**config.mk**
```make
export PLATFORM = sky130hd
export DESIGN_NAME = rename_unit
export DESIGN_NICKNAME = d
export VERILOG_FILES = /design/src/logic/rename_pkg.sv /design/src/logic/map_table.sv /design/src/logic/free_list.sv /design/src/logic/rename_unit.sv
export VERILOG_INCLUDE_DIRS = /design/src /design/src/logic
export SDC_FILE = /design/constraint.sdc
export NUM_CORES = 2
export LEC_CHECK = 0
export ABC_AREA = 1
export CAP_MARGIN = 0
export CORE_MARGIN = 4
export CORE_UTILIZATION = 30
export DETAILED_ROUTE_END_ITERATION = 8
export DONT_BUFFER_PORTS = 1
export PLACE_DENSITY = 0.46
export SYNTH_ARGS = -nofsm -noshare
export SYNTH_HDL_FRONTEND = slang
export SYNTH_SLANG_ARGS = --single-unit
```
**constraint.sdc**
```tcl
create_clock -name clock -period 12.26 [get_ports clock]
set_input_delay 0 -clock clock [delete_from_list [all_inputs] [get_ports clock]]
set_output_delay 0 -clock clock [all_outputs]
set_load 0.02 [all_outputs]
```
**src/logic/rename_consts.svh**
```systemverilog
`ifndef RENAME_CONSTS_SVH
`define RENAME_CONSTS_SVH

// architectural register file size
`define NUM_ARCH 32

// physical register file size
`define NUM_PR 64

// ROB depth, also the number of map checkpoints
`define NUM_ROB 16

// arch register that always reads as ready
`define ZERO_REG 31

// free tags after reset, one credit per tag
`define RENAME_INIT_CREDITS (`NUM_PR - `NUM_ARCH)

`endif

```
**src/logic/rename_pkg.sv**
```systemverilog
`default_nettype none

`include "rename_consts.svh"

package rename_pkg;

  // physical register tag
  typedef logic [$clog2(`NUM_PR)-1:0] phys_tag_t;

  // architectural register index
  typedef logic [$clog2(`NUM_ARCH)-1:0] arch_idx_t;

  // ROB entry index, also selects a checkpoint
  typedef logic [$clog2(`NUM_ROB)-1:0] rob_idx_t;

  // credit count, must reach the full initial credit value
  typedef logic [$clog2(`RENAME_INIT_CREDITS + 1)-1:0] credit_count_t;

endpackage

`default_nettype wire

```
**src/logic/map_table.sv**
```systemverilog
`timescale 1ns/1ps
`default_nettype none

`include "rename_consts.svh"

module map_table
  import rename_pkg::*;
(
  input  wire             clock,
  input  wire             reset,
  // dispatch from the decoder
  input  wire             dispatch_en,
  input  wire arch_idx_t  dest_idx,
  input  wire arch_idx_t  src_a_idx,
  input  wire arch_idx_t  src_b_idx,
  input  wire rob_idx_t   rob_idx,
  // head of the free list
  input  wire phys_tag_t  new_tag,
  // result bus
  input  wire             complete_en,
  input  wire phys_tag_t  complete_tag,
  input  wire arch_idx_t  complete_dest_idx,
  // ROB rollback
  input  wire             rollback_en,
  input  wire rob_idx_t   rollback_idx,
  // lookups, all combinational
  output phys_tag_t       told_tag,
  output phys_tag_t       src_a_tag,
  output logic            src_a_ready,
  output phys_tag_t       src_b_tag,
  output logic            src_b_ready
);

  // current map, tag and ready bit per arch register
  phys_tag_t             map_tag [`NUM_ARCH];
  logic [`NUM_ARCH-1:0]  map_ready;

  // next-state map
  phys_tag_t             next_tag [`NUM_ARCH];
  logic [`NUM_ARCH-1:0]  next_ready;

  // one snapshot per ROB entry
  // ready bits are all set in every snapshot, so only tags are kept
  phys_tag_t             ckpt_tag [`NUM_ROB][`NUM_ARCH];

  // bypass hits from the result bus
  logic                  bypass_a;
  logic                  bypass_b;

  // stale completions must not mark a renamed register ready
  logic                  complete_match;

  // T_old for the ROB
  assign told_tag  = map_tag[dest_idx];

  // source tags straight from the current map
  assign src_a_tag = map_tag[src_a_idx];
  assign src_b_tag = map_tag[src_b_idx];

  // same-cycle completion counts as ready
  assign bypass_a    = complete_en && (src_a_tag == complete_tag);
  assign bypass_b    = complete_en && (src_b_tag == complete_tag);
  assign src_a_ready = map_ready[src_a_idx] || bypass_a;
  assign src_b_ready = map_ready[src_b_idx] || bypass_b;

  assign complete_match = complete_en && (map_tag[complete_dest_idx] == complete_tag);

  // order: rollback, completion, dispatch
  always_comb begin
    next_tag   = map_tag;
    next_ready = map_ready;

    // restore snapshot, every register ready
    if (rollback_en) begin
      next_tag   = ckpt_tag[rollback_idx];
      next_ready = '1;
    end

    // completion compares against the map before this cycle
    if (complete_match) begin
      next_ready[complete_dest_idx] = 1'b1;
    end

    // new mapping is pending until its result arrives
    if (dispatch_en) begin
      next_tag[dest_idx]     = new_tag;
      next_ready[dest_idx]   = 1'b0;
      // zero reg never waits
      next_ready[`ZERO_REG]  = 1'b1;
    end
  end

  // map state
  always_ff @(posedge clock) begin
    if (reset) begin
      // identity map, all ready
      for (int i = 0; i < `NUM_ARCH; i++) begin
        map_tag[i] <= phys_tag_t'(i);
      end
      map_ready <= '1;
    end else begin
      map_tag   <= next_tag;
      map_ready <= next_ready;
    end
  end

  // snapshot storage
  // taken after this dispatch's own write, so rollback keeps its mapping
  always_ff @(posedge clock) begin
    if (dispatch_en) begin
      ckpt_tag[rob_idx] <= next_tag;
    end
  end

endmodule

`default_nettype wire

```
**src/logic/free_list.sv**
```systemverilog
`timescale 1ns/1ps
`default_nettype none

`include "rename_consts.svh"

module free_list
  import rename_pkg::*;
(
  input  wire            clock,
  input  wire            reset,
  // pop on dispatch
  input  wire            dispatch_en,
  input  wire rob_idx_t  rob_idx,
  // push T_old on retirement
  input  wire            retire_en,
  input  wire phys_tag_t retire_tag,
  // ROB rollback
  input  wire            rollback_en,
  input  wire rob_idx_t  rollback_idx,
  // head of the ring
  output phys_tag_t      new_tag,
  // credits back to the decoder
  output logic           credit_return,
  output logic           credit_restore_valid,
  output credit_count_t  credit_restore_count
);

  // ring index width, pointers carry one extra wrap bit
  localparam int PTR_W = $clog2(`NUM_PR);

  typedef logic [PTR_W:0] ptr_t;

  // free tags
  phys_tag_t  ring [`NUM_PR];

  // head pops, tail pushes
  ptr_t       head;
  ptr_t       tail;
  ptr_t       head_popped;

  // head after each dispatch's pop, per ROB entry
  ptr_t       head_ckpt [`NUM_ROB];

  // tag handed out this cycle
  assign new_tag = ring[head[PTR_W-1:0]];

  // head once the current pop is done
  assign head_popped = head + ptr_t'(1);

  // pointers
  always_ff @(posedge clock) begin
    if (reset) begin
      // ring starts holding the non-arch tags
      head <= '0;
      tail <= ptr_t'(`RENAME_INIT_CREDITS);
    end else begin
      if (rollback_en) begin
        head <= head_ckpt[rollback_idx];
      end else if (dispatch_en) begin
        head <= head_popped;
      end
      if (retire_en) begin
        tail <= tail + ptr_t'(1);
      end
    end
  end

  // ring contents
  // entry i holds tag NUM_ARCH+i after reset, upper half wraps and is unused
  always_ff @(posedge clock) begin
    if (reset) begin
      for (int i = 0; i < `NUM_PR; i++) begin
        ring[i] <= phys_tag_t'(i + `NUM_ARCH);
      end
    end else if (retire_en) begin
      ring[tail[PTR_W-1:0]] <= retire_tag;
    end
  end

  // head checkpoints and the rollback distance
  always_ff @(posedge clock) begin
    if (dispatch_en) begin
      head_ckpt[rob_idx] <= head_popped;
    end
    // tags popped after the restored point go back as credits
    if (rollback_en) begin
      credit_restore_count <= credit_count_t'(head - head_ckpt[rollback_idx]);
    end
  end

  // one-cycle credit strobes
  always_ff @(posedge clock) begin
    if (reset) begin
      credit_return        <= 1'b0;
      credit_restore_valid <= 1'b0;
    end else begin
      credit_return        <= retire_en;
      credit_restore_valid <= rollback_en;
    end
  end

endmodule

`default_nettype wire

```
**src/logic/rename_unit.sv**
```systemverilog
`timescale 1ns/1ps
`default_nettype none

`include "rename_consts.svh"

module rename_unit
  import rename_pkg::*;
(
  input  wire            clock,
  input  wire            reset,
  // dispatch from the decoder
  input  wire            dispatch_en,
  input  wire arch_idx_t dest_idx,
  input  wire arch_idx_t src_a_idx,
  input  wire arch_idx_t src_b_idx,
  input  wire rob_idx_t  rob_idx,
  // same-cycle rename results
  output phys_tag_t      new_tag,
  output phys_tag_t      told_tag,
  output phys_tag_t      src_a_tag,
  output logic           src_a_ready,
  output phys_tag_t      src_b_tag,
  output logic           src_b_ready,
  // result bus
  input  wire            complete_en,
  input  wire phys_tag_t complete_tag,
  input  wire arch_idx_t complete_dest_idx,
  // retirement from the ROB
  input  wire            retire_en,
  input  wire phys_tag_t retire_tag,
  // rollback from the ROB
  input  wire            rollback_en,
  input  wire rob_idx_t  rollback_idx,
  // credits to the decoder
  output logic           credit_return,
  output logic           credit_restore_valid,
  output credit_count_t  credit_restore_count
);

  // arch to phys mapping with checkpoints
  map_table u_map_table (
    .clock             (clock),
    .reset             (reset),
    .dispatch_en       (dispatch_en),
    .dest_idx          (dest_idx),
    .src_a_idx         (src_a_idx),
    .src_b_idx         (src_b_idx),
    .rob_idx           (rob_idx),
    // free list head feeds the dest write
    .new_tag           (new_tag),
    .complete_en       (complete_en),
    .complete_tag      (complete_tag),
    .complete_dest_idx (complete_dest_idx),
    .rollback_en       (rollback_en),
    .rollback_idx      (rollback_idx),
    .told_tag          (told_tag),
    .src_a_tag         (src_a_tag),
    .src_a_ready       (src_a_ready),
    .src_b_tag         (src_b_tag),
    .src_b_ready       (src_b_ready)
  );

  // ring of unused tags and the credit strobes
  free_list u_free_list (
    .clock                (clock),
    .reset                (reset),
    .dispatch_en          (dispatch_en),
    .rob_idx              (rob_idx),
    .retire_en            (retire_en),
    .retire_tag           (retire_tag),
    .rollback_en          (rollback_en),
    .rollback_idx         (rollback_idx),
    .new_tag              (new_tag),
    .credit_return        (credit_return),
    .credit_restore_valid (credit_restore_valid),
    .credit_restore_count (credit_restore_count)
  );

endmodule

`default_nettype wire

```
# Word-level counts from Yosys, hierarchy flattened
# Memory sizes are Yosys's and may differ from the RTL's. A register that Yosys moved wholly into a read port is not among the register bits.
# Index checks and enable logic that the tools add are counted.
[word_totals]
regBits = 246
input_bits = 46
ram_bits = 3568
elab_cells = 119
n_memories = 3
out_inout_bits = 34
[op_classes]
mux = 42
order_cmp = 11
addsub = 3
eq_ne = 3
n_bitwise = 7
reduce_logical = 11
[mem_list]
columns = ["memory", "words", "word_bits", "read_ports", "rd_clocked_by_memory_dff", "wr", "line", "text"]
rows = [
  ["u_map_table.ckpt_tag", 16, 192, 1, 0, 1, "map_table.sv:44", "phys_tag_t ckpt_tag [`NUM_ROB][`NUM_ARCH];"],
  ["u_free_list.ring", 64, 6, 1, 1, 64, "free_list.sv:34", "phys_tag_t ring [`NUM_PR];"],
  ["u_free_list.head_ckpt", 16, 7, 1, 0, 1, "free_list.sv:42", "ptr_t head_ckpt [`NUM_ROB];"],
]
[ops]
columns = ["cell", "n"]
rows = [
  ["$mux 192", 2],
  ["$bwmux 192", 1],
  ["$bmux 6 s5", 4],
  ["$mux 6", 13],
  ["$mux 32", 2],
  ["$or 32x32->32", 1],
  ["$and 31x31->31", 1],
  ["$mux 31", 1],
  ["$not 31->31", 1],
  ["$demux 6 s5", 1],
  ["$ge 6x6->1 const B", 4],
  ["$lt 5x6->1 const B", 4],
  ["$not 5->6", 4],
  ["$eq 6x6->1", 3],
  ["$add 7x1->7 const B", 2],
  ["$mux 7", 2],
  ["$mux 1", 12],
  ["$bmux 1 s5", 2],
  ["$demux 1 s5", 2],
  ["$ge 5x1->1 const B", 2],
  ["$logic_and 1x1->1", 6],
  ["$lt 6x1->1 const B", 1],
  ["$reduce_or 6->1", 1],
  ["$sub 6x6->6", 1],
  ["3 further kinds", 4],
]

# Longest topological paths before layout
[logic_depth]
depth_word = 9
mapped_depth = 21

# Cells and area by module
# A second synthesis with hierarchy kept.
[hier_totals]
hier_cells = 14465
hier_area_um2 = 161233.4
[by_module_without_submodules]
columns = ["module", "area_each_um2", "cells_each", "n_inst", "seq_area_each_um2"]
rows = [
  ["map_table", 137839.7, 12031, 1, 96732.8],
  ["free_list", 23393.7, 2434, 1, 14994.4],
]

# Least setup slack after synthesis
# Ideal clock, no wire load.
[synth_path]
path_type = "input-to-reg"
start = "input rob_idx[2]"
end = "memory u_free_list.head_ckpt[0][0] (netlist bit), enable pin"
path_slack_ns = 3.099
setup_ns = 0.760
arrival_ns = 8.401
required_time_ns = 11.500
path_stages = 3
path_cell_list = "inv_1 nand3_1 nor2_1"
[synth_rtl]
columns = ["element", "line", "text"]
rows = [
  ["start: declaration", "rename_unit.sv:16", "input wire rob_idx_t rob_idx,"],
  ["end: declaration", "free_list.sv:42", ""],
]
# Straight into the memory's write port.

==> key figures <==
Clock network
  • PostCTS Resize Cnt: 0
  • H-tree depth: 5
  • CTS tree: done
  • Worst-Skew Late Latency: approximately 1.0 ns
  • Total clock sinks: 3802
  • Num CTS Buffers: just over 400
  • Worst-path clk slew: around 0.060 ns
  • Clk Tree Root Cell: clkbuf_16
  • CTS Buffer Depth: 4

Synthesis
  • Synth unique cells: 45
  • Sequential area share after synthesis: between 70% and 80%
  • Mapped Nets: between 10k and 15k
  • Asr flop ratio synth: 0%
  • Post-Syn Area: 160000 um2
  • Mapped Cells: approximately 14k
  • Seq cells post-synth: 3802
  • Synth Flop Type: edfxtp_1
  • Synth warn: 0
  • EDFF count, synth: around 3.6k
  • Synthesized area per cell: roughly 11 um2

Worst hold path
  • Hold path cells: 4
  • Hold Path Class: in2reg
  • Hold Path Origin: rollback_en

Placed design
  • Area after DPL: approximately 170000 um2
  • Final Wtd Congestion: between 0.8 and 0.9
  • Placed wire-length estimate: between 300000 and 400000 um
  • Port buffer count: 0
  • Placed Cells: 20.2k

STA
  • Final Hold Viols: 0
  • Fmax: ~180 MHz
  • Slew Limit Fails: about 110
  • Setup Viol. Count Final: 0
  • Period minus WS final: approximately 5.7 ns
  • RSZ-0062 raised after global routing: no
  • Clock Skews: about 0.083 ns
  • Sum Neg Setup Slack: 0 ns
  • Final period util: between 40 and 50%
  • Hold_ws: between 0.05 and 0.06 ns
  • Max transition margin: -14.2%
  • Worst-margin pin slew: 1.71 ns

Global route
  • First-pass GRT wire length: between 800000 and 900000 um
  • Total GRT Usage: a little over a fifth
  • Total congestion overflow: 0
  • Vias in the first global route: 107k
  • Initial antenna violation count: 40
  • Pin count of the biggest net entering global routing: 809

Power
  • Sw Pwr: 7.61 mW
  • Sequential power share: just under 50%
  • Combinational Power Share: 8.7%
  • Clock network fraction of design power: 41.8%
  • Sw Ratio: between 20 and 30%
  • LEAKAGE: around 60 nW
  • Int Power: about 22 mW
  • Pwr dens: between 150 and 200 nW/um2
  • IR drop worst, VDD: 0.000123 V

Floorplanning
  • IO Pins: 80
  • Full die area: 543000 um2
  • Starting Density: between 30% and 40%
  • Die Y: between 700 and 800 um
  • Num rows: about 270
  • Core ar.: ~530000 um2
  • Die W: between 700 and 800 um

Setup path
  • Reg2reg setup slack: 6.59 ns
  • Worst R2R End: u_map_table.ckpt_tag[2][143]$_DFFE_PP_
  • Setup CP Type: reg2reg
  • Crit path arrival time: between 6 and 7 ns
  • Startpoint Class: flip-flop
  • CP required: approximately 13 ns
  • Largest fanout on the critical path: 78
  • Worst setup EP type: flip-flop
  • R2R cell count: 13

Run status
  • Status: finished, violations left
  • Failing checks: slew limit

Cells and area
  • Fill cell count: roughly 53k
  • Area growth, synth to finish: 13.7%
  • Fin area: about 180000 um2
  • Post-Layout Cell Count: roughly 21k
  • Nets: ~14k
  • Layout cell share with drive strength beyond 1: 6.82%

Route
  • Residual DRC: 0
  • DR vias: 115k
  • Routed length per instance: 29.0 um
  • 1st-iter DRT viols: approximately 15k
  • Vias per Instance: ~5.5
  • Antenna-violating nets left: 0
  • Final wirelength: 612000 um
  • Number of detailed-route iterations in the first pass: 6

Run
  • Maxcap violations: 0
-- state kept, by name, summed over array words and instances, names as in the netlist, 6 cells and up, named ones only --
signal and count:
u_map_table.ckpt_tag 3072, u_free_list.ring 384, u_map_table.map_tag 192, u_free_list.head_ckpt 96, u_map_table.map_ready 32, u_free_list.credit_restore_count 6
u_free_list.head 6, u_free_list.tail 6
-- worst max path at each step --
| stage | startpoint | end | slack [ns] | depth (start not counted) |
|---|---|---|---|---|
| after global routing | flip-flop | u_map_table.ckpt_tag[13][23]$_DFFE_PP_ | 6.27 | 13 |
| after global placement | flip-flop | u_map_table.ckpt_tag[14][119]$_DFFE_PP_ | 6.70 | 13 |
| after floorplan | rob_idx[2] | u_free_list.head_ckpt[0][0]$_DFFE_PP_ | 3.10 | 3 |
| final | flip-flop | u_map_table.ckpt_tag[2][143]$_DFFE_PP_ | 6.59 | 13 |
| after CTS | flip-flop | new_tag[3] | 6.63 | 9 |
| after detailed placement | flip-flop | u_map_table.ckpt_tag[1][113]$_DFFE_PP_ | 6.70 | 13 |
-- routing by layer --
layer	GRT usage, %	vias up	part of all wire, %	wire [um]
met5	0.00882	-	0.028	172
met4	6.49	18	3.2	19600
met3	4.50	918	9.0	54800
met2	33.0	4997	44	269000
met1	30.9	58600	44	268000
li1	-	50300	-	-
-- stage by stage --
stage	utilization, %	power (mW)	setup WS (ns)
after global placement	31.4	17.4	6.70
final	34.3	30.0	6.59
after global routing	34.2	30.9	6.27
after detailed placement	31.4	17.4	6.70
after CTS	34.2	30.1	6.63
after floorplan	-	16.5	3.10
-- worst max-delay path, stage by stage (launching register included) --
cell	delay, ns
dfxtp_4	0.74
buf_4	0.58
buf_4	0.70
o21ai_0	0.19
o22ai_1	0.19
inv_1	0.06
nand2_1	0.07
o211ai_1	0.10
nand3_1	0.24
nand3_1	0.29
nand2_2	0.52
buf_4	0.85
nand2_1	0.19
nand2_1	0.45
-- layout make-up --
class,count,area [um2],area share [%]
clock inverters,223,2190,1.21
diodes,35,87.6,0.0483
well taps,6994,8750,4.83
multi-input cells,8679,42000,23.2
clock buffers,549,11300,6.21
inverters,453,1750,0.966
flip-flops and latches,3802,112000,61.6
repair buffers,329,3530,1.95
-- power by group through the flow --
stage	combinational (mW)	clock, mW	sequential (mW)
after floorplan	1.49	0	15.0
after global placement	2.31	0	15.1
after detailed placement	2.32	0	15.1
after CTS	2.51	12.7	14.8
after global routing	2.78	13.3	14.9
final	2.60	12.5	14.8
-- Yosys cell counts, types with 42 or more instances --
cell / instances / share of area (%)
o21ai_1: 82 / 0.26
nor3_1: 69 / 0.22
buf_1: 92 / 0.22
a21oi_1: 621 / 1.9
buf_2: 237 / 0.74
nand3_1: 654 / 2.1
o22ai_1: 266 / 1.0
inv_1: 429 / 1.0
o21ai_0: 1788 / 5.6
o211ai_1: 325 / 1.5
o221ai_1: 371 / 2.0
nor2_1: 1896 / 4.5
a22oi_1: 42 / 0.20
dfxtp_1: 244 / 3.1
nand2_1: 2318 / 5.5
a311oi_1: 50 / 0.27
clkbuf_1: 642 / 1.5
edfxtp_1: 3558 / 67
-- layout by cell type (no fill, tap or decap), types with 30 or more instances in the layout --
cell	count
o21ai_1	82
nand3_1	654
a311oi_1	50
diode_2	35
a21oi_1	621
o21ai_0	1788
a221oi_1	36
clkbuf_16	420
clkinv_2	76
o211ai_1	325
a22oi_1	42
dfxtp_1	241
nor2_1	1865
clkbuf_1	103
bufinv_16	33
a31oi_1	30
nand2_1	2312
clkinv_1	88
edfxtp_1	3558
o221ai_1	371
dlygate4sd3_1	66
inv_1	424
o22ai_1	266
buf_4	208
nor3_1	69
-- kinds of logic (layout without fill, tap and decap cells) --
family,after synthesis,in the layout,synth area share [%]
AND/OR/NAND/NOR,4962,4962,12.3
flip-flops,3802,3802,70.0
AO/OA/AOI/OAI,3697,3697,13.7
buffers and inverters,1468,1554,3.76
XOR/XNOR,11,11,0.0604
adder cells (fa/ha/maj),8,8,0.0675
multiplexers,1,1,0.00628
other,0,35,0
-- what timing repair did --
item	in CTS	in global routing
hold buffers	80	3
setup buffers	0	0
endpoints found under the hold margin	2794	48
Power figures use the tool's default switching activity.
